<file path="src/hw/icache_pkg.sv">
`default_nettype none

package icache_pkg;

	// fetch address and data widths
	localparam int addr_bits = 64;
	localparam int word_bits = 64;

	// line geometry, 32-byte lines of four 64-bit words
	localparam int offset_bits = 5;
	localparam int line_words = 4;
	localparam int beat_bits = 2; // word select within a line

	// byte address
	typedef logic [addr_bits-1:0] addr_t;

	// fetch word, also one memory beat
	typedef logic [word_bits-1:0] word_t;

	// word within a line
	typedef logic [beat_bits-1:0] beat_t;

	// way 0 or way 1
	typedef logic [0:0] way_t;

endpackage

`default_nettype wire
</file>
<file path="src/hw/icache_ifs.sv">
`timescale 1ns/10ps
`default_nettype none


// refill beats into tag and data arrays
interface icache_fill_if #(
	parameter int set_bits = 6
);
	localparam int tag_bits = icache_pkg::addr_bits - set_bits - icache_pkg::offset_bits;

	logic fill_we;
	icache_pkg::beat_t fill_beat;
	icache_pkg::way_t fill_way;
	logic [set_bits-1:0] fill_index;
	icache_pkg::word_t fill_data;
	logic fill_last; // fourth beat, tag write goes with it
	logic [tag_bits-1:0] fill_tag;

	modport refill (output fill_we, fill_beat, fill_way, fill_index, fill_data, fill_last,
		fill_tag);
	modport arrays (input fill_we, fill_beat, fill_way, fill_index, fill_data, fill_last,
		fill_tag);
endinterface

`default_nettype wire

</file>
<file path="src/hw/icache_refill.sv">
`timescale 1ns/10ps
`default_nettype none

module icache_refill #(
	parameter int set_bits = 6
) (
	input logic clk,
	input logic rst_n,
	input logic refill_start,
	input icache_pkg::addr_t req_addr,
	input icache_pkg::way_t victim_way,
	icache_fill_if.refill fl,
	output logic fill_done,
	output icache_pkg::addr_t mem_req_addr,
	output logic mem_req_valid,
	input icache_pkg::word_t mem_data_read,
	input logic mem_ready
);

	localparam int tag_bits = icache_pkg::addr_bits - set_bits - icache_pkg::offset_bits;

	logic active_q; // beats still expected
	logic req_valid_q;
	icache_pkg::beat_t beat_q;
	logic [tag_bits-1:0] tag_q;
	logic [set_bits-1:0] index_q;
	icache_pkg::way_t way_q;

	logic beat_we;
	logic last_beat;

	assign beat_we = active_q & mem_ready;
	assign last_beat = (beat_q == icache_pkg::beat_t'(icache_pkg::line_words - 1));

	always_ff @(posedge clk) begin
		if (!rst_n) begin
			active_q <= 1'b0;
			req_valid_q <= 1'b0;
			beat_q <= '0;
		end else if (refill_start) begin
			active_q <= 1'b1;
			req_valid_q <= 1'b1;
			beat_q <= '0;
		end else begin
			if (req_valid_q && mem_ready) begin
				req_valid_q <= 1'b0; // request taken with first beat
			end
			if (beat_we) begin
				beat_q <= beat_q + 1'b1;
				if (last_beat) begin
					active_q <= 1'b0;
				end
			end
		end
	end

	// line target captured once per miss
	always_ff @(posedge clk) begin
		if (refill_start) begin
			tag_q <= req_addr[icache_pkg::addr_bits-1 -: tag_bits];
			index_q <= req_addr[icache_pkg::offset_bits +: set_bits];
			way_q <= victim_way;
		end
	end

	assign mem_req_addr = {tag_q, index_q, {icache_pkg::offset_bits{1'b0}}}; // line aligned
	assign mem_req_valid = req_valid_q;

	assign fl.fill_we = beat_we;
	assign fl.fill_beat = beat_q;
	assign fl.fill_way = way_q;
	assign fl.fill_index = index_q;
	assign fl.fill_data = mem_data_read;
	assign fl.fill_last = last_beat;
	assign fl.fill_tag = tag_q;

	// same cycle as the fourth beat so ctrl re-looks up right after the write
	assign fill_done = beat_we & last_beat;

endmodule

`default_nettype wire

</file>
<file path="src/flat_wrapper.sv">
// flat-port wrapper written by rule: the top's interface ports become plain ports
module icache_refill_flat 
#(
	parameter int set_bits = 6
)
  (clk, rst_n, refill_start, req_addr, victim_way, fill_done, mem_req_addr, mem_req_valid, mem_data_read, mem_ready, fl_fill_we, fl_fill_beat, fl_fill_way, fl_fill_index, fl_fill_data, fl_fill_last, fl_fill_tag);
  icache_fill_if #(.set_bits(set_bits)) fl_i ();
  input logic clk;
  input logic rst_n;
  input logic refill_start;
  input icache_pkg::addr_t req_addr;
  input icache_pkg::way_t victim_way;
  output logic fill_done;
  output icache_pkg::addr_t mem_req_addr;
  output logic mem_req_valid;
  input icache_pkg::word_t mem_data_read;
  input logic mem_ready;
  output wire logic [$bits(fl_i.fill_we)-1:0] fl_fill_we;
  output wire logic [$bits(fl_i.fill_beat)-1:0] fl_fill_beat;
  output wire logic [$bits(fl_i.fill_way)-1:0] fl_fill_way;
  output wire logic [$bits(fl_i.fill_index)-1:0] fl_fill_index;
  output wire logic [$bits(fl_i.fill_data)-1:0] fl_fill_data;
  output wire logic [$bits(fl_i.fill_last)-1:0] fl_fill_last;
  output wire logic [$bits(fl_i.fill_tag)-1:0] fl_fill_tag;
  assign fl_fill_we = fl_i.fill_we;
  assign fl_fill_beat = fl_i.fill_beat;
  assign fl_fill_way = fl_i.fill_way;
  assign fl_fill_index = fl_i.fill_index;
  assign fl_fill_data = fl_i.fill_data;
  assign fl_fill_last = fl_i.fill_last;
  assign fl_fill_tag = fl_i.fill_tag;
  icache_refill #(.set_bits(set_bits)) u_core (.clk(clk), .rst_n(rst_n), .refill_start(refill_start), .req_addr(req_addr), .victim_way(victim_way), .fl(fl_i), .fill_done(fill_done), .mem_req_addr(mem_req_addr), .mem_req_valid(mem_req_valid), .mem_data_read(mem_data_read), .mem_ready(mem_ready));
endmodule
</file>
<file path="config.mk">
export PLATFORM = sky130hd
export DESIGN_NAME = icache_refill_flat
export DESIGN_NICKNAME = d
export VERILOG_FILES = /design/src/hw/icache_pkg.sv /design/src/hw/icache_ifs.sv /design/src/hw/icache_refill.sv /design/src/flat_wrapper.sv
export SDC_FILE = /design/constraint.sdc
export NUM_CORES = 1
export LEC_CHECK = 0
export ABC_AREA = 1
export ABC_CLOCK_PERIOD_IN_PS = 2300
export BUFFER_PORTS_ARGS = -buffer_cell sky130_fd_sc_hd__buf_4
export CAP_MARGIN = 20
export CORE_AREA = 4 4 125 127
export CTS_BUF_LIST = sky130_fd_sc_hd__clkbuf_16
export CTS_CLUSTER_SIZE = 30
export DETAILED_ROUTE_END_ITERATION = 10
export DIE_AREA = 0 0 129 131
export GPL_TIMING_DRIVEN = 0
export PLACE_DENSITY = 0.55
export SYNTH_ARGS = -nofsm -noshare
export SYNTH_HDL_FRONTEND = slang
export SYNTH_SLANG_ARGS = --single-unit
</file>
<file path="constraint.sdc">
create_clock -name clk -period 2.3 [get_ports clk]
set_input_delay 0.115 -clock clk [delete_from_list [all_inputs] [get_ports clk]]
set_output_delay 0.115 -clock clk [all_outputs]
set_load 0.01 [all_outputs]
</file>
==> impl_metrics.yaml <==
grt:
  grtUsageMet3: 0.0459
  antenna_found_initial: 0
  grt.overflow.total: 0
  grt_pass1_vias: 2594
  grt_max_degree: 64
  grtUsageMet1: 0.0955
  grt_usage: 0.102
  met2_usage: 0.194
  top_usage_layer: "met2"
  grt_pass1_wl_mm: 13.1
layout:
  synthToLayoutAreaGrowth_pct: 103
  layout.nets: 675
  multi_input_area_sq_um: 93.8
  final_area_sq_mm: 0.00597
  regArea_sq_mm: 0.00188
  final_common_cell: "buf_4"
  fill_cells: 1353
  drive_above_1_share: 0.729
  layout_common_cells: "buf_4 (380), dlygate4sd3_1 (60), edfxtp_1 (60)"
  final_core_util: 0.414
  diodes: 0
power_and_ir_drop:
  p_per_area_mw_per_mm2: 611
  p_seq_frac: 0.393
  power_switching_w: 0.000870
  p_comb_frac: 0.239
  p_leak_nw: 2.92
  clkPwrFrac: 0.368
  total_power_w: 0.00365
  swShare: 0.238
  power.internal_w: 0.00278
  ir_drop_mv: 0.389
detailed_routing:
  wl_per_cell_microns: 13.5
  finalWirelength_mm: 9.86
  ant_nets: 0
  viasPerCell: 3.53
  initialDrtViolationCount: 55
  vias: 2576
  drt-pass1-iter-count: 4
  drcViolationCount: 0
synthesis:
  yosysTopAreaCell: "edfxtp_1"
  synth.distinct_cells: 12
  synth_top_area_share: 0.613
  yosys_warnings: 0
  ys_ff_latch: 64
  ys_seq_area_frac: 0.640
  syn-instance-count: 214
  synth_area_leaders: "edfxtp_1 (61%), buf_4 (33%), dfxtp_1 (2.7%)"
  synth_area_sq_mm: 0.00294
  syn_avg_cell_area_sq_um: 13.7
hold_path:
  hp-class: "in2reg"
clock_network:
  clkSinkCount: 64
  cts_made_buffers: 9
  cts-root-buf: "clkbuf_16"
  cts_setup_buffers: 0
  clk_path_buf_depth: 2
  clkLatencyLatePin_ns: 0.33
  clk_pin_slew_ns: 0.05
  cts_tree: "built"
  h-tree-depth: 3
critical_path:
  cp-start-kind: "flop"
  slowest_delay_ns: 0.39
  cp_max_fo: 4
  crit_slowest_cell: "dfxtp_1"
  crit_buf_inv: 2
  critPathArrivalTime_ns: 1.21
  cp.required_ns: 2.18
  path_cells: "ha_1, inv_1, nor2_1, buf_4"
  cp_top_family: "flip-flops"
  cp-end-kind: "output pin"
  crit_type: "reg2out"
die:
  dieWidth_microns: 129
  rows: 44
  fp.dieH_microns: 131
  ios: 327
  die-area_sq_mm: 0.0169
  start_util: 0.204
  core_area_sq_mm: 0.0144
timing:
  slew_headroom: 0.463
  finalCriticalPeriod_ns: 1.33
  fin_setup_tns_ns: 0
  fin_crit_sh: 0.578
  skew_ns: 0.000597
  fmax_mhz: 753
  rsz0062_at_grt: "no"
  slew_viol_final: 0
  setup_viol: 0
  fin_ws_ns: 0.972
  hold_viol: 0
  tightest_slew_ns: 0.805
placement:
  port_buffers: 252
  hpwlAfterDp_mm: 7.79
  gp_congestion: 0.711
  post-place-ws_ns: 1.07
  dpl_cell_area_sq_mm: 0.00508
status:
  outcome: "complete, no violations"
run:
  cap_violations: 0
-- metal layers --
metal	routed length, microns	up-vias
li1	-	1228
met1	2900	1139
met5	0	-
met3	1420	14
met2	5370	195
met4	169	0
-- cell families after synthesis --
group,after synthesis,synth area share
compound gates,3,0.00510
buf+inv,133,0.333
fa+ha+maj,1,0.00425
simple gates,12,0.0162
other cells,1,0.00128
flops,64,0.640
-- synthesized netlist by cell type --
cell / count
inv_2: 1
dfxtp_1: 4
ha_1: 1
o21ai_0: 1
a21oi_1: 2
nand2_2: 1
conb_1: 1
nand2_1: 2
nor2_1: 9
edfxtp_1: 60
buf_4: 128
inv_1: 4
-- stage by stage --
step                cells  hold slack, ns
floorplan             218           0.214
global placement      654           0.293
detailed placement    654           0.294
CTS                   730          0.0315
global route          730          0.0590
finish                730          0.0477
-- power groups by stage --
stage,Sequential (W),Combinational (W),Clock (W)
after CTS,0.00144,0.000887,0.00139
after global routing,0.00145,0.000932,0.00144
after floorplan,0.00149,0.000289,0
final,0.00143,0.000874,0.00134
after detailed placement,0.00146,0.000802,0
after global placement,0.00146,0.000798,0
-- worst min-delay path: cells and delay by family --
kind                   cells  cell delay (ns)
AND/OR/NAND/NOR            1             0.09
buffers and inverters      2             0.13
-- repair_timing --
action | in CTS | in global routing
hold endpoints to repair | 60 | 0
resized for setup | 0 | 0
hold buffers | 60 | 0
-- layout make-up --
type                            count  area share
Timing Repair Buffer              312       0.417
Sequential cell                    64       0.315
Buffer                            128       0.161
Tap cell                          184      0.0385
Clock buffer                        9      0.0377
Multi-Input combinational cell     21      0.0157
Clock inverter                      7      0.0117
Inverter                            5     0.00314
-- final timing paths --
kind	from	endpoint	slack (ns)	cells after the start
setup / recovery	u_core.fl.fill_beat[0]	fill_done	0.97	4
hold / removal	rst_n	u_core.active_q	0.05	3
setup reg to reg	u_core.fl.fill_beat[0]	u_core.fl.fill_beat[1]	1.33	3
hold reg to reg	u_core.fl.fill_beat[1]	u_core.fl.fill_beat[1]	0.52	2
-- sequential cells by signal, summed over array words and instances, names as in the netlist --
name,flops
u_core.fl.fill_way,1
u_core.fl.fill_tag,53
u_core.active_q,1
u_core.mem_req_valid,1
u_core.fl.fill_beat,2
u_core.fl.fill_index,6
No activity file was read; power rests on OpenSTA's default activity.
