File: src/hw/icache_pkg.sv
`default_nettype none

package icache_pkg;

	// fetch address and data widths
	localparam int addr_bits = 64;
	localparam int word_bits = 64;

	// line geometry, 32-byte lines of four 64-bit words
	localparam int offset_bits = 5;
	localparam int line_words = 4;
	localparam int beat_bits = 2; // word select within a line

	// byte address
	typedef logic [addr_bits-1:0] addr_t;

	// fetch word, also one memory beat
	typedef logic [word_bits-1:0] word_t;

	// word within a line
	typedef logic [beat_bits-1:0] beat_t;

	// way 0 or way 1
	typedef logic [0:0] way_t;

endpackage

`default_nettype wire
File: src/hw/icache_ifs.sv
`timescale 1ns/10ps
`default_nettype none

// lookup path: ctrl asks, tags answer, data reads the hitting way
interface icache_lookup_if #(
	parameter int set_bits = 6
);
	logic lookup_en;
	logic touch; // lru update on hit
	icache_pkg::way_t touch_way;
	logic flush_all;
	logic [set_bits-1:0] index;
	logic hit;
	icache_pkg::way_t hit_way;
	icache_pkg::way_t victim_way;

	modport ctrl (output lookup_en, touch, touch_way, flush_all, index, input hit, hit_way);
	modport tags (input lookup_en, touch, touch_way, flush_all, index,
		output hit, hit_way, victim_way);
	modport data (input index, lookup_en, hit_way);
endinterface


`default_nettype wire

File: src/hw/icache_ctrl.sv
`timescale 1ns/10ps
`default_nettype none

module icache_ctrl #(
	parameter int set_bits = 6
) (
	input logic clk,
	input logic rst_n,
	input logic cpu_req_valid,
	input logic flush,
	output logic cpu_ready,
	icache_lookup_if.ctrl lk,
	output logic refill_start,
	input logic fill_done,
	input logic [set_bits-1:0] req_index
);

	typedef enum logic [1:0] {
		st_idle,
		st_lookup,
		st_refill,
		st_respond
	} state_t;

	state_t state_q;
	state_t state_d;

	always_ff @(posedge clk) begin
		if (!rst_n) begin
			state_q <= st_idle;
		end else begin
			state_q <= state_d;
		end
	end

	always_comb begin
		state_d = state_q;
		case (state_q)
			st_idle: begin
				// flush wins over a request in the same cycle
				if (!flush && cpu_req_valid) begin
					state_d = st_lookup;
				end
			end
			st_lookup: begin
				if (lk.hit) begin
					state_d = st_respond;
				end else begin
					state_d = st_refill;
				end
			end
			st_refill: begin
				if (fill_done) begin
					state_d = st_lookup; // look up again, now a hit
				end
			end
			st_respond: begin
				state_d = st_idle;
			end
			default: begin
				state_d = st_idle;
			end
		endcase
	end

	assign lk.index = req_index;
	assign lk.lookup_en = (state_q == st_lookup);

	// hit refreshes lru for the hitting way
	assign lk.touch = lk.lookup_en & lk.hit;
	assign lk.touch_way = lk.hit_way;

	assign lk.flush_all = (state_q == st_idle) & flush;

	assign refill_start = lk.lookup_en & ~lk.hit; // one-cycle pulse
	assign cpu_ready = (state_q == st_respond);

endmodule

`default_nettype wire

File: src/flat_wrapper.sv
// flat-port wrapper written by rule: the top's interface ports become plain ports
module icache_ctrl_flat 
#(
	parameter int set_bits = 6
)
  (clk, rst_n, cpu_req_valid, flush, cpu_ready, refill_start, fill_done, req_index, lk_lookup_en, lk_touch, lk_touch_way, lk_flush_all, lk_index, lk_hit, lk_hit_way);
  icache_lookup_if #(.set_bits(set_bits)) lk_i ();
  input logic clk;
  input logic rst_n;
  input logic cpu_req_valid;
  input logic flush;
  output logic cpu_ready;
  output logic refill_start;
  input logic fill_done;
  input logic [set_bits-1:0] req_index;
  output wire logic [$bits(lk_i.lookup_en)-1:0] lk_lookup_en;
  output wire logic [$bits(lk_i.touch)-1:0] lk_touch;
  output wire logic [$bits(lk_i.touch_way)-1:0] lk_touch_way;
  output wire logic [$bits(lk_i.flush_all)-1:0] lk_flush_all;
  output wire logic [$bits(lk_i.index)-1:0] lk_index;
  input wire logic [$bits(lk_i.hit)-1:0] lk_hit;
  input wire logic [$bits(lk_i.hit_way)-1:0] lk_hit_way;
  assign lk_lookup_en = lk_i.lookup_en;
  assign lk_touch = lk_i.touch;
  assign lk_touch_way = lk_i.touch_way;
  assign lk_flush_all = lk_i.flush_all;
  assign lk_index = lk_i.index;
  assign lk_i.hit = lk_hit;
  assign lk_i.hit_way = lk_hit_way;
  icache_ctrl #(.set_bits(set_bits)) u_core (.clk(clk), .rst_n(rst_n), .cpu_req_valid(cpu_req_valid), .flush(flush), .cpu_ready(cpu_ready), .lk(lk_i), .refill_start(refill_start), .fill_done(fill_done), .req_index(req_index));
endmodule
File: config.mk
export PLATFORM = sky130hd
export DESIGN_NAME = icache_ctrl_flat
export DESIGN_NICKNAME = d
export VERILOG_FILES = /design/src/hw/icache_pkg.sv /design/src/hw/icache_ifs.sv /design/src/hw/icache_ctrl.sv /design/src/flat_wrapper.sv
export SDC_FILE = /design/constraint.sdc
export NUM_CORES = 1
export LEC_CHECK = 0
export BUFFER_PORTS_ARGS = -buffer_cell sky130_fd_sc_hd__buf_2
export CORE_AREA = 2 2 39 41
export CTS_BUF_LIST = sky130_fd_sc_hd__clkbuf_8 sky130_fd_sc_hd__clkbuf_16
export DETAILED_ROUTE_END_ITERATION = 10
export DIE_AREA = 0 0 41 43
export GPL_TIMING_DRIVEN = 0
export MAX_ROUTING_LAYER = met4
export SYNTH_ARGS = -nofsm -noshare
export SYNTH_HDL_FRONTEND = slang
export SYNTH_SLANG_ARGS = --single-unit
File: constraint.sdc
create_clock -name clk -period 2.9 [get_ports clk]
set_input_delay 0.29 -clock clk [delete_from_list [all_inputs] [get_ports clk]]
set_output_delay 0.29 -clock clk [all_outputs]
set_load 0.02 [all_outputs]
==> results of run 1 <==
## stage by stage
| stage | setup WS, ns | util [%] |
|---|---|---|
| finish | 1.43 | 23.5 |
| global route | 1.31 | 23.5 |
| CTS | 1.43 | 23.5 |
| detailed placement | 1.65 | 20.5 |
| global placement | 1.67 | 20.5 |
| floorplan | 1.40 | - |
## synthesized netlist by cell type (all sizes together)
library cell  n
inv           1
or3b          1
dfxtp         2
nand2b        1
nor3b         2
a221oi        1
buf           7
and2          2
a21oi         1
nor2b         2
o21a          1
## layout by cell type (no fill, tap or decap)
cell / netlist / layout
o21a_1: 1 / 1
nor3b_1: 2 / 2
a21oi_1: 1 / 1
and2_1: 2 / 2
nor2b_1: 2 / 2
dfxtp_1: 2 / 2
buf_4: 7 / 7
inv_1: 1 / 1
nand2b_1: 1 / 1
or3b_1: 1 / 1
clkbuf_8: 0 / 3
a221oi_2: 1 / 1
buf_2: 0 / 17
## power by group through the flow
stage	registers, mW	logic [mW]	clock network (mW)
6_report	0.0335	0.0433	0.110
5_1_grt	0.0342	0.0474	0.117
4_1_cts	0.0335	0.0440	0.112
3_5_place_dp	0.0339	0.0439	0
3_3_place_gp	0.0337	0.0434	0
2_1_floorplan	0.0331	0.0305	0
## layout make-up
cell class / count / area, um^2
sequential: 2 / 40.0
tap: 16 / 20.0
clock buffer: 3 / 41.3
buffer: 7 / 52.6
inverter: 1 / 3.75
fill: 159 / 1060
timing repair buffer: 17 / 85.1
multi-input combinational: 11 / 82.6
## critical path, delay by kind of cell, from the launching register on
| family | cells | cell delay (ns) |
|---|---|---|
| buffers and inverters | 1 | 0.16 |
| flip-flops | 1 | 0.39 |
| AND/OR/NAND/NOR | 2 | 0.41 |
## per-layer routing
layer / global-route usage, % / vias up
met5: - / -
li1: - / 104
met1: 4.79 / 81
met3: 3.14 / 2
met4: 8.00 / 0
met2: 7.81 / 16
## cell families after synthesis
group,after synthesis
and+or+nand+nor,8
DFF,2
buffers and inverters,8
AOI/OAI and AO/OA,3
## how the worst min path moves through the flow
stage / slack, ns / to
after floorplan: 0.41 / u_core.state_q[1]$_SDFFE_PN0P_
after global placement: 0.51 / u_core.state_q[1]$_SDFFE_PN0P_
after detailed placement: 0.53 / u_core.state_q[1]$_SDFFE_PN0P_
after CTS: 0.31 / u_core.state_q[1]$_SDFFE_PN0P_
after global routing: 0.33 / u_core.state_q[1]$_SDFFE_PN0P_
final: 0.31 / u_core.state_q[1]$_SDFFE_PN0P_
==> qor.csv, run 1 <==
stage,metric,value,unit
outcome,outcome,"finished, final reports clean",
finish,syn2layout_area_growth,81.8,%
logic_synthesis,synth_top_cell_by_area,buf_4,
timing,finalSetupTns,0,ns
timing,finalSetupViolCount,0,
logic_synthesis,yosys.area_share.simple,30.8,%
clock_network,numCtsBuffers,3,
power,p_clk_share,58.9,%
logic_synthesis,synth-compound-area-share,15.4,%
route,wl_met2,192,um
finish,drive_above_1_share,68.3,%
logic_synthesis,synth-xor-area-share,0,%
logic_synthesis,synth_area_leaders,"buf_4 (29%), dfxtp_1 (22%), a221oi_2 (8.4%), nor3b_1 (8.4%), and2_1 (7.0%)",
logic_synthesis,synthCells,21,
placed_design,numPlacedInstances,54,
route,drt-wirelength-per-cell,7.46,um
critical_path,crit_slowest_cell,dfxtp_1,
logic_synthesis,muxShareOfSynthArea,0,%
route,dr_total_vias,203,
clock_network,cts.path.max_buffers,2,
logic_synthesis,synth_fa_ha_area_share,0,%
job,drv_cap,0,
critical_path,cp-endpoint,refill_start,
global_routing,antenna_found_initial,0,
power,comb_power_share,23.2,%
finish,finalInstanceArea,325,um^2
critical_path,ff2ff_path_depth,2,
logic_synthesis,yosysWarningCount,0,
logic_synthesis,synth.distinct_cells,11,
global_routing,grt_pass1_wl,607,um
timing,fin_worst_skew,0.00207,ns
route,wirelength,425,um
timing,whs,0.313,ns
min_path,holdPathStages,2,
critical_path,r2r_setup_slack,1.86,ns
route,drc_errors,0,
timing,max_freq,680,MHz
floorplan,num_rows,14,
critical_path,max_stage_delay,0.39,ns
route,vias_per_cell,3.56,
timing,slew_violations,0,
finish,diodes,0,
route,drt_iter0_drc,0,
floorplan,io_pins,25,
timing,fin_crit,1.47,ns
global_routing,grt_usage,5.95,%
finish,final_nets,56,
clock_network,htree_levels,1,
clock_network,clk_pin_slew,0.03,ns
timing,rsz0062_at_grt,no,
floorplan,die_x,41,um
clock_network,cts.sinks,2,
finish,top_register,u_core.state_q,
logic_synthesis,synth-seq-cells,2,
floorplan,chipHeight,43,um
power,power-per-cell-area,575,mW/mm^2
logic_synthesis,syn_nets,34,
min_path,hold_path_class,in -> reg,
clock_network,postCtsSetupRepairBufs,0,
logic_synthesis,postSynthAreaPerCell,8.52,um^2
route,m1WireLength,138,um
critical_path,crit_arrival,1.18,ns
critical_path,crit_chain,nor2b_1 -> nor2b_1 -> buf_2,
logic_synthesis,yosysTopAreaCellShare,29.4,%
power,power.total,0.187,mW
timing,fin_crit_sh,50.7,%
timing,relSlewSlack,84.6,%
power,power_leakage,0.177,nW
timing,hold_viol_final,0,
power,p_switching,0.0480,mW
clock_network,cts.hold.buffers_added,0,
power,ir_worst_vdd,0.146,mV
global_routing,first_global_vias,163,
logic_synthesis,syn-cell-area,179,um^2
critical_path,timing.rr.end,u_core.state_q[0]$_SDFFE_PN0P_,
placed_design,place.gp.congestion,0.569,
route,ant_nets,0,
clock_network,cts_root_buf,clkbuf_8,
floorplan,core_area,0.00138,mm^2
critical_path,rr_startpoint,u_core.state_q[0]$_SDFFE_PN0P_,
min_path,holdCritStartpoint,rst_n,
floorplan,dieArea,0.00176,mm^2
finish,largest_reg_flops,2,
global_routing,overflow,0,
floorplan,initial_core_util,12.9,%
critical_path,crit_start,u_core.state_q[0]$_SDFFE_PN0P_,
critical_path,critPathKind,reg -> out,
clock_network,cts_resized,0,
clock_network,cts_tree,done,
critical_path,critical_path.max_fanout,7,
placed_design,placed_area,284,um^2
critical_path,startpoint_type,flip-flop,
logic_synthesis,ys_seq_area_share,22.4,%
power,p_int,0.139,mW
power,p_seq_share,17.9,%
critical_path,critPathRequiredTime,2.61,ns
route,route.met3.wl,77,um
timing,worstMarginPinSlew,0.231,ns
finish,reg.largest.list,u_core.state_q (2),
critical_path,end_kind,output port,
logic_synthesis,synth_top_family_by_area,buffers and inverters,
global_routing,grt_max_degree,8,
route,firstDrtPassIters,1,
clock_network,clk-insertion-delay-late,0.21,ns
route,top_layer,met4,
power,p_sw_share,25.7,%
finish,fin_cells,57,
critical_path,crit_path_frequent_cell,nor2b_1,
placed_design,port_buffers,17,
Power figures use the tool's default switching activity.
==> inputs of run 2 (changes only) <==
--- a/config.mk
+++ b/config.mk
@@ -5,6 +5,7 @@
 export SDC_FILE = /design/constraint.sdc
 export NUM_CORES = 1
 export LEC_CHECK = 0
+export ABC_AREA = 1
 export BUFFER_PORTS_ARGS = -buffer_cell sky130_fd_sc_hd__buf_2
 export CORE_AREA = 2 2 39 41
 export CTS_BUF_LIST = sky130_fd_sc_hd__clkbuf_8 sky130_fd_sc_hd__clkbuf_16
==> constraint.sdc (replaced) <==
create_clock -name clk -period 1.3 [get_ports clk]
set_input_delay 0.13 -clock clk [delete_from_list [all_inputs] [get_ports clk]]
set_output_delay 0.13 -clock clk [all_outputs]
set_load 0.02 [all_outputs]
==> run 2 against run 1 <==
Against the previous run: clock skew shrank 0.0019 ns; clock-buffer cell count is the same; sequential power grew 130%; flip-flop and latch count is the same; die area is the same; design area grew 1.9%; critical path depth is the same; cell count grew 14%; routed wire length shrank 0.71%; largest power group unchanged.
==> qor.csv, run 2 <==
stage,metric,value,unit,change
clock_network,cts.hold.buffers_added,0,,unchanged
clock_network,numCtsBuffers,3,,unchanged
floorplan,num_rows,14,,unchanged
finish,largest_reg_flops,2,,unchanged
placed_design,port_buffers,17,,unchanged
placed_design,dp_hpwl,335,um,
route,vias_per_cell,3.52,,was 3.56
timing,max_freq,909,MHz,
floorplan,initial_core_util,13.4,%,was 12.9%
timing,fin_crit,1.10,ns,
global_routing,grt_pass1_wl,531,um,was 607 um
timing,finalSetupTns,0,ns,unchanged
logic_synthesis,yosys.area_share.simple,31.8,%,was 30.8%
logic_synthesis,synthCells,29,,was 21
logic_synthesis,ys_seq_area_share,21.6,%,was 22.4%
finish,drive_above_1_share,61.2,%,was 68.3%
logic_synthesis,synth-xor-area-share,0,%,unchanged
logic_synthesis,synth_top_family_by_area,buffers and inverters,,unchanged
logic_synthesis,yosysWarningCount,0,,unchanged
clock_network,cts_tree,done,,unchanged
timing,relSlewSlack,89.1,%,was 84.6%
logic_synthesis,synth-seq-cells,2,,unchanged
finish,diodes,0,,unchanged
critical_path,crit_arrival,0.97,ns,was 1.18 ns
route,wirelength,422,um,was 425 um
job,drv_cap,0,,unchanged
finish,fin_util,24.0,%,was 23.5%
critical_path,critPathKind,reg -> out,,unchanged
finish,top_register,u_core.state_q,,unchanged
route,drc_errors,0,,unchanged
floorplan,dieArea,0.00176,mm^2,unchanged
logic_synthesis,yosysTopAreaCellShare,28.4,%,was 29.4%
global_routing,grt_max_degree,6,,was 8
logic_synthesis,synth-compound-area-share,4.05,%,was 15.4%
logic_synthesis,synthTopCellsByCount,"buf_4 (7), inv_1 (6), nor2_1 (4)",,"was buf_4 (7), and2_1 (2), dfxtp_1 (2), nor2b_1 (2), nor3b_1 (2)"
finish,syn2layout_area_growth,79.1,%,was 81.8%
critical_path,critical_path.max_fanout,5,,was 7
logic_synthesis,synth_fa_ha_area_share,0,%,unchanged
placed_design,place.gp.congestion,0.511,,was 0.569
critical_path,end_kind,output port,,unchanged
logic_synthesis,synth_most_common_cell,buf_4,,unchanged
clock_network,cts_resized,0,,unchanged
finish,mostFrequentLayoutCells,"buf_2 (17), buf_4 (7), inv_1 (6), nor2_1 (4)",,"was buf_2 (17), buf_4 (7), clkbuf_8 (3)"
clock_network,postCtsSetupRepairBufs,0,,unchanged
clock_network,cts.path.max_buffers,2,,unchanged
clock_network,cts.sinks,2,,unchanged
power,power_leakage,0.208,nW,was 0.177 nW
global_routing,overflow,0,,unchanged
power,ir_worst_vdd,0.273,mV,was 0.146 mV
global_routing,antenna_found_initial,0,,unchanged
route,dr_total_vias,229,,was 203
logic_synthesis,synth_top_cell_by_area,buf_4,,unchanged
floorplan,core_area,0.00138,mm^2,unchanged
logic_synthesis,muxShareOfSynthArea,0,%,unchanged
finish,final_common_cell,buf_2,,unchanged
route,drt-wirelength-per-cell,6.49,um,was 7.46 um
logic_synthesis,synth_edf_count,0,,unchanged
global_routing,first_global_vias,164,,was 163
timing,worstMarginPinSlew,0.163,ns,was 0.231 ns
logic_synthesis,syn-cell-area,185,um^2,was 179 um^2
clock_network,clk-insertion-delay-late,0.21,ns,about the same
timing,rsz0062_at_grt,no,,unchanged
min_path,hold_path_class,in -> reg,,unchanged
floorplan,io_pins,25,,unchanged
critical_path,startpoint_type,flip-flop,,unchanged
timing,fin_worst_skew,0.000132,ns,was 0.00207 ns
timing,fin_crit_sh,84.6,%,
clock_network,clk_pin_slew,0.03,ns,about the same
global_routing,grt_usage,5.33,%,was 5.95%
clock_network,cts_root_buf,clkbuf_8,,unchanged
route,drt_iter0_drc,1,,was 0
floorplan,die_x,41,um,unchanged
critical_path,critPathRequiredTime,1.17,ns,was 2.61 ns
logic_synthesis,synth.distinct_cells,11,,unchanged
outcome,outcome,"finished, final reports clean",,unchanged
route,firstDrtPassIters,4,,was 1
floorplan,chipHeight,43,um,unchanged
timing,slew_violations,0,,unchanged
logic_synthesis,syn_nets,42,,was 34
logic_synthesis,postSynthAreaPerCell,6.39,um^2,was 8.52 um^2
clock_network,htree_levels,1,,unchanged
timing,finalSetupViolCount,0,,unchanged
timing,hold_viol_final,0,,unchanged
logic_synthesis,synth_area_leaders,"buf_4 (28%), dfxtp_1 (22%), inv_1 (12%), nor2_1 (8.1%), nand2_1 (6.1%)",,"was buf_4 (29%), dfxtp_1 (22%), a221oi_2 (8.4%), nor3b_1 (8.4%), and2_1 (7.0%)"
route,ant_nets,0,,unchanged
finish,final_nets,64,,was 56
power,power-per-cell-area,1310,mW/mm^2,was 575 mW/mm^2
logic_synthesis,ys.flop_type,dfxtp_1,,unchanged
logic_synthesis,synthArstFlopShare,0,%,unchanged
finish,fillerInstances,160,,was 159
finish,reg.largest.list,u_core.state_q (2),,unchanged
run 2: worst paths after layout:
kind / start / to / slack, ns / cells past startpoint
max: u_core.state_q[0]$_SDFFE_PN0P_ / lk_touch / 0.20 / 3
max reg2reg: u_core.state_q[1]$_SDFFE_PN0P_ / u_core.state_q[0]$_SDFFE_PN0P_ / 0.47 / 5
min reg2reg: u_core.state_q[1]$_SDFFE_PN0P_ / u_core.state_q[1]$_SDFFE_PN0P_ / 0.56 / 2
min: rst_n / u_core.state_q[1]$_SDFFE_PN0P_ / 0.19 / 2
run 2: final cells by class:
type                            instances  area [um^2]  share of cell area [%]
Inverter                                7         26.3                    7.92
Sequential cell                         2         40.0                    12.1
Tap cell                               16         20.0                    6.04
Timing Repair Buffer                   17         85.1                    25.7
Multi-Input combinational cell         13         66.3                    20.0
Clock buffer                            3         41.3                    12.5
Buffer                                  7         52.6                    15.8
run 2: kinds of logic after synthesis:
logic type / after synthesis
buf+inv: 14
simple gates: 12
flops: 2
compound gates: 1
run 2: metal layers:
layer	track usage (%)	routed length (um)
met1	4.14	148
met5	-	0
met4	8.00	0
met3	3.14	78
met2	6.56	195
run 2: power by group:
| part | leakage (nW) | switching [mW] | total, mW | internal [mW] |
|---|---|---|---|---|
| combinational | 0.170 | 0.0666 | 0.116 | 0.0495 |
| sequential | 0.0165 | 0.00848 | 0.0775 | 0.0691 |
| clock | 0.0216 | 0.0458 | 0.241 | 0.196 |
| total | 0.208 | 0.121 | 0.435 | 0.314 |
run 2: per-stage QoR:
step | power, mW | setup WS [ns] | instance area [um^2] | std cells | hold WS [ns]
floorplan | 0.160 | 0.337 | 185 | 29 | 0.269
global placement | 0.194 | 0.407 | 290 | 62 | 0.388
detailed placement | 0.195 | 0.411 | 290 | 62 | 0.398
CTS | 0.446 | 0.186 | 332 | 65 | 0.178
global route | 0.467 | 0.126 | 332 | 65 | 0.203
finish | 0.435 | 0.200 | 332 | 65 | 0.189
run 2: worst max-delay path, stage by stage (launching register included):
cell and delay [ns]:
dfxtp_1 0.38, nand2_2 0.12, nor2_4 0.09, buf_2 0.16
==> inputs of run 3 (changes only) <==
==> constraint.sdc (replaced) <==
create_clock -name clk -period 1.14 [get_ports clk]
set_input_delay 0.114 -clock clk [delete_from_list [all_inputs] [get_ports clk]]
set_output_delay 0.114 -clock clk [all_outputs]
set_load 0.02 [all_outputs]
==> run 3 against run 2 <==
Against the previous run: flip-flop and latch count unchanged; sequential share of layout area rose by 0.33 points; non-clock buffer count unchanged; clock skew unchanged; routed wire length did not move; die area stayed put; worst setup slack got worse by 0.13 ns; register-to-register slack lost 0.16 ns; sequential power is 15% higher; power increased by 14%.
==> qor.csv, run 3 (synthesis gave the netlist of run 2 again) <==
stage,metric,value,unit,change
outcome,outcome,"finished, final reports clean",,unchanged
power,ir_worst_vdd,0.312,mV,was 0.273 mV
route,drt_iter0_drc,1,,unchanged
global_routing,overflow,0,,unchanged
global_routing,grt_max_degree,6,,unchanged
timing,max_freq,931,MHz,
finish,syn2layout_area_growth,79.7,%,was 79.1%
clock_network,clk_pin_slew,0.03,ns,about the same
clock_network,htree_levels,1,,unchanged
finish,final_nets,64,,unchanged
route,wirelength,422,um,unchanged
job,drv_cap,0,,unchanged
timing,rsz0062_at_grt,no,,unchanged
timing,relSlewSlack,89.8,%,was 89.1%
power,power_leakage,0.208,nW,about the same
min_path,holdPathStages,3,,was 2
clock_network,cts.path.max_buffers,2,,unchanged
clock_network,cts_root_buf,clkbuf_8,,unchanged
placed_design,dp_hpwl,335,um,unchanged
timing,whs,0.168,ns,was 0.189 ns
timing,slew_violations,0,,unchanged
floorplan,num_rows,14,,unchanged
min_path,hold_path_class,in -> reg,,unchanged
critical_path,timing.rr.end,u_core.state_q[0]$_SDFFE_PN0P_,,unchanged
clock_network,clk-insertion-delay-late,0.21,ns,about the same
critical_path,critical_path.max_fanout,5,,unchanged
route,drc_errors,0,,unchanged
timing,fin_worst_skew,0.000132,ns,unchanged
min_path,hold_path_end,u_core.state_q[0]$_SDFFE_PN0P_,,was u_core.state_q[1]$_SDFFE_PN0P_
global_routing,grt.met2_usage,6.56,%,unchanged
placed_design,placed_area,290,um^2,unchanged
timing,fin_crit_sh,94.2,%,
timing,worstMarginPinSlew,0.153,ns,was 0.163 ns
finish,register_area,41.3,um^2,was 40.0 um^2
finish,reg.largest.list,u_core.state_q (2),,unchanged
clock_network,postCtsSetupRepairBufs,0,,unchanged
route,ant_nets,0,,unchanged
finish,multiInputGateArea,66.3,um^2,unchanged
finish,mostFrequentLayoutCells,"buf_2 (17), buf_4 (7), inv_1 (6), nor2_1 (4)",,unchanged
global_routing,grt_usage,5.33,%,unchanged
floorplan,die_x,41,um,unchanged
timing,hold_viol_final,0,,unchanged
critical_path,rr_startpoint,u_core.state_q[1]$_SDFFE_PN0P_,,unchanged
finish,top_register,u_core.state_q,,unchanged
floorplan,initial_core_util,13.4,%,unchanged
critical_path,startpoint_type,flip-flop,,unchanged
critical_path,critPathKind,reg -> out,,unchanged
min_path,holdCritStartpoint,rst_n,,unchanged
clock_network,cts_tree,done,,unchanged
route,drt-wirelength-per-cell,6.49,um,unchanged
global_routing,antenna_found_initial,0,,unchanged
timing,finalSetupViolCount,0,,unchanged
finish,diodes,0,,unchanged
finish,drive_above_1_share,63.3,%,was 61.2%
critical_path,r2r_setup_slack,0.31,ns,was 0.47 ns
route,firstDrtPassIters,4,,unchanged
finish,fillerInstances,159,,was 160
route,dr_total_vias,229,,unchanged
placed_design,place.gp.congestion,0.511,,unchanged
floorplan,core_area,0.00138,mm^2,unchanged
power,power.total,0.497,mW,was 0.435 mW
power,power-per-cell-area,1490,mW/mm^2,was 1310 mW/mm^2
critical_path,end_kind,output port,,unchanged
timing,finalSetupTns,0,ns,unchanged
critical_path,ff2ff_path_depth,5,,unchanged
critical_path,crit_arrival,0.96,ns,was 0.97 ns
timing,fin_crit,1.07,ns,
global_routing,gr-usage-met1,4.14,%,unchanged
global_routing,grt_pass1_wl,531,um,unchanged
clock_network,numCtsBuffers,3,,unchanged
finish,final_common_cell,buf_2,,unchanged
global_routing,top_usage_layer,met4,,unchanged
finish,largest_reg_flops,2,,unchanged
route,vias_per_cell,3.52,,unchanged
critical_path,critPathRequiredTime,1.03,ns,was 1.17 ns
placed_design,port_buffers,17,,unchanged
finish,finalInstanceArea,333,um^2,was 332 um^2
floorplan,io_pins,25,,unchanged
floorplan,chipHeight,43,um,unchanged
clock_network,cts.sinks,2,,unchanged
clock_network,cts_resized,0,,unchanged
clock_network,cts.hold.buffers_added,0,,unchanged
global_routing,first_global_vias,164,,unchanged
floorplan,dieArea,0.00176,mm^2,unchanged
global_routing,met3_usage,3.14,%,unchanged
[run 3: changes by cell type in the layout (fill, tap and decap cells not counted)]
cell / delta
dfxtp_2: +1
dfxtp_1: -1
[run 3: worst max-delay path, stage by stage, from the launching register on]
cell     delay, ns
dfxtp_1       0.38
inv_1         0.07
nand2_2       0.11
nor2_1        0.05
buf_2         0.15
[run 3: worst max path at each step]
| stage | end | start | slack (ns) |
|---|---|---|---|
| floorplan | lk_flush_all | u_core.state_q[1]$_SDFFE_PN0P_ | 0.19 |
| global placement | lk_touch | u_core.state_q[0]$_SDFFE_PN0P_ | 0.26 |
| detailed placement | lk_touch | u_core.state_q[0]$_SDFFE_PN0P_ | 0.27 |
| CTS | lk_touch | u_core.state_q[0]$_SDFFE_PN0P_ | 0.04 |
| global route | refill_start | u_core.state_q[1]$_SDFFE_PN0P_ | 0.007 |
| finish | refill_start | u_core.state_q[1]$_SDFFE_PN0P_ | 0.07 |
[run 3: report_power, final]
part           internal [mW]  total, mW  switching, mW
combinational         0.0566      0.132         0.0759
clock                  0.223      0.275         0.0522
sequential            0.0798     0.0895        0.00967
[run 3: area by class of cell]
type                    count  share of cell area, %
flip-flops and latches      2                   12.4
clock buffers               3                   12.4
repair buffers             17                   25.6
inverters                   7                   7.89
plain buffers               7                   15.8
multi-input cells          13                   19.9
well taps                  16                   6.02
[run 3: per-layer routing]
metal / routed length (um) / share of wire [%]
met2: 195 / 46
met1: 148 / 35
met5: 0 / 0
met4: 0 / 0
met3: 78 / 18
[run 3: through the flow]
stage / util [%] / instances / worst slack, ns
after floorplan: - / 29 / 0.193
after global placement: 21.0 / 62 / 0.263
after detailed placement: 21.0 / 62 / 0.267
after CTS: 24.0 / 65 / 0.0419
after global routing: 24.1 / 65 / 0.00680
final: 24.1 / 65 / 0.0660
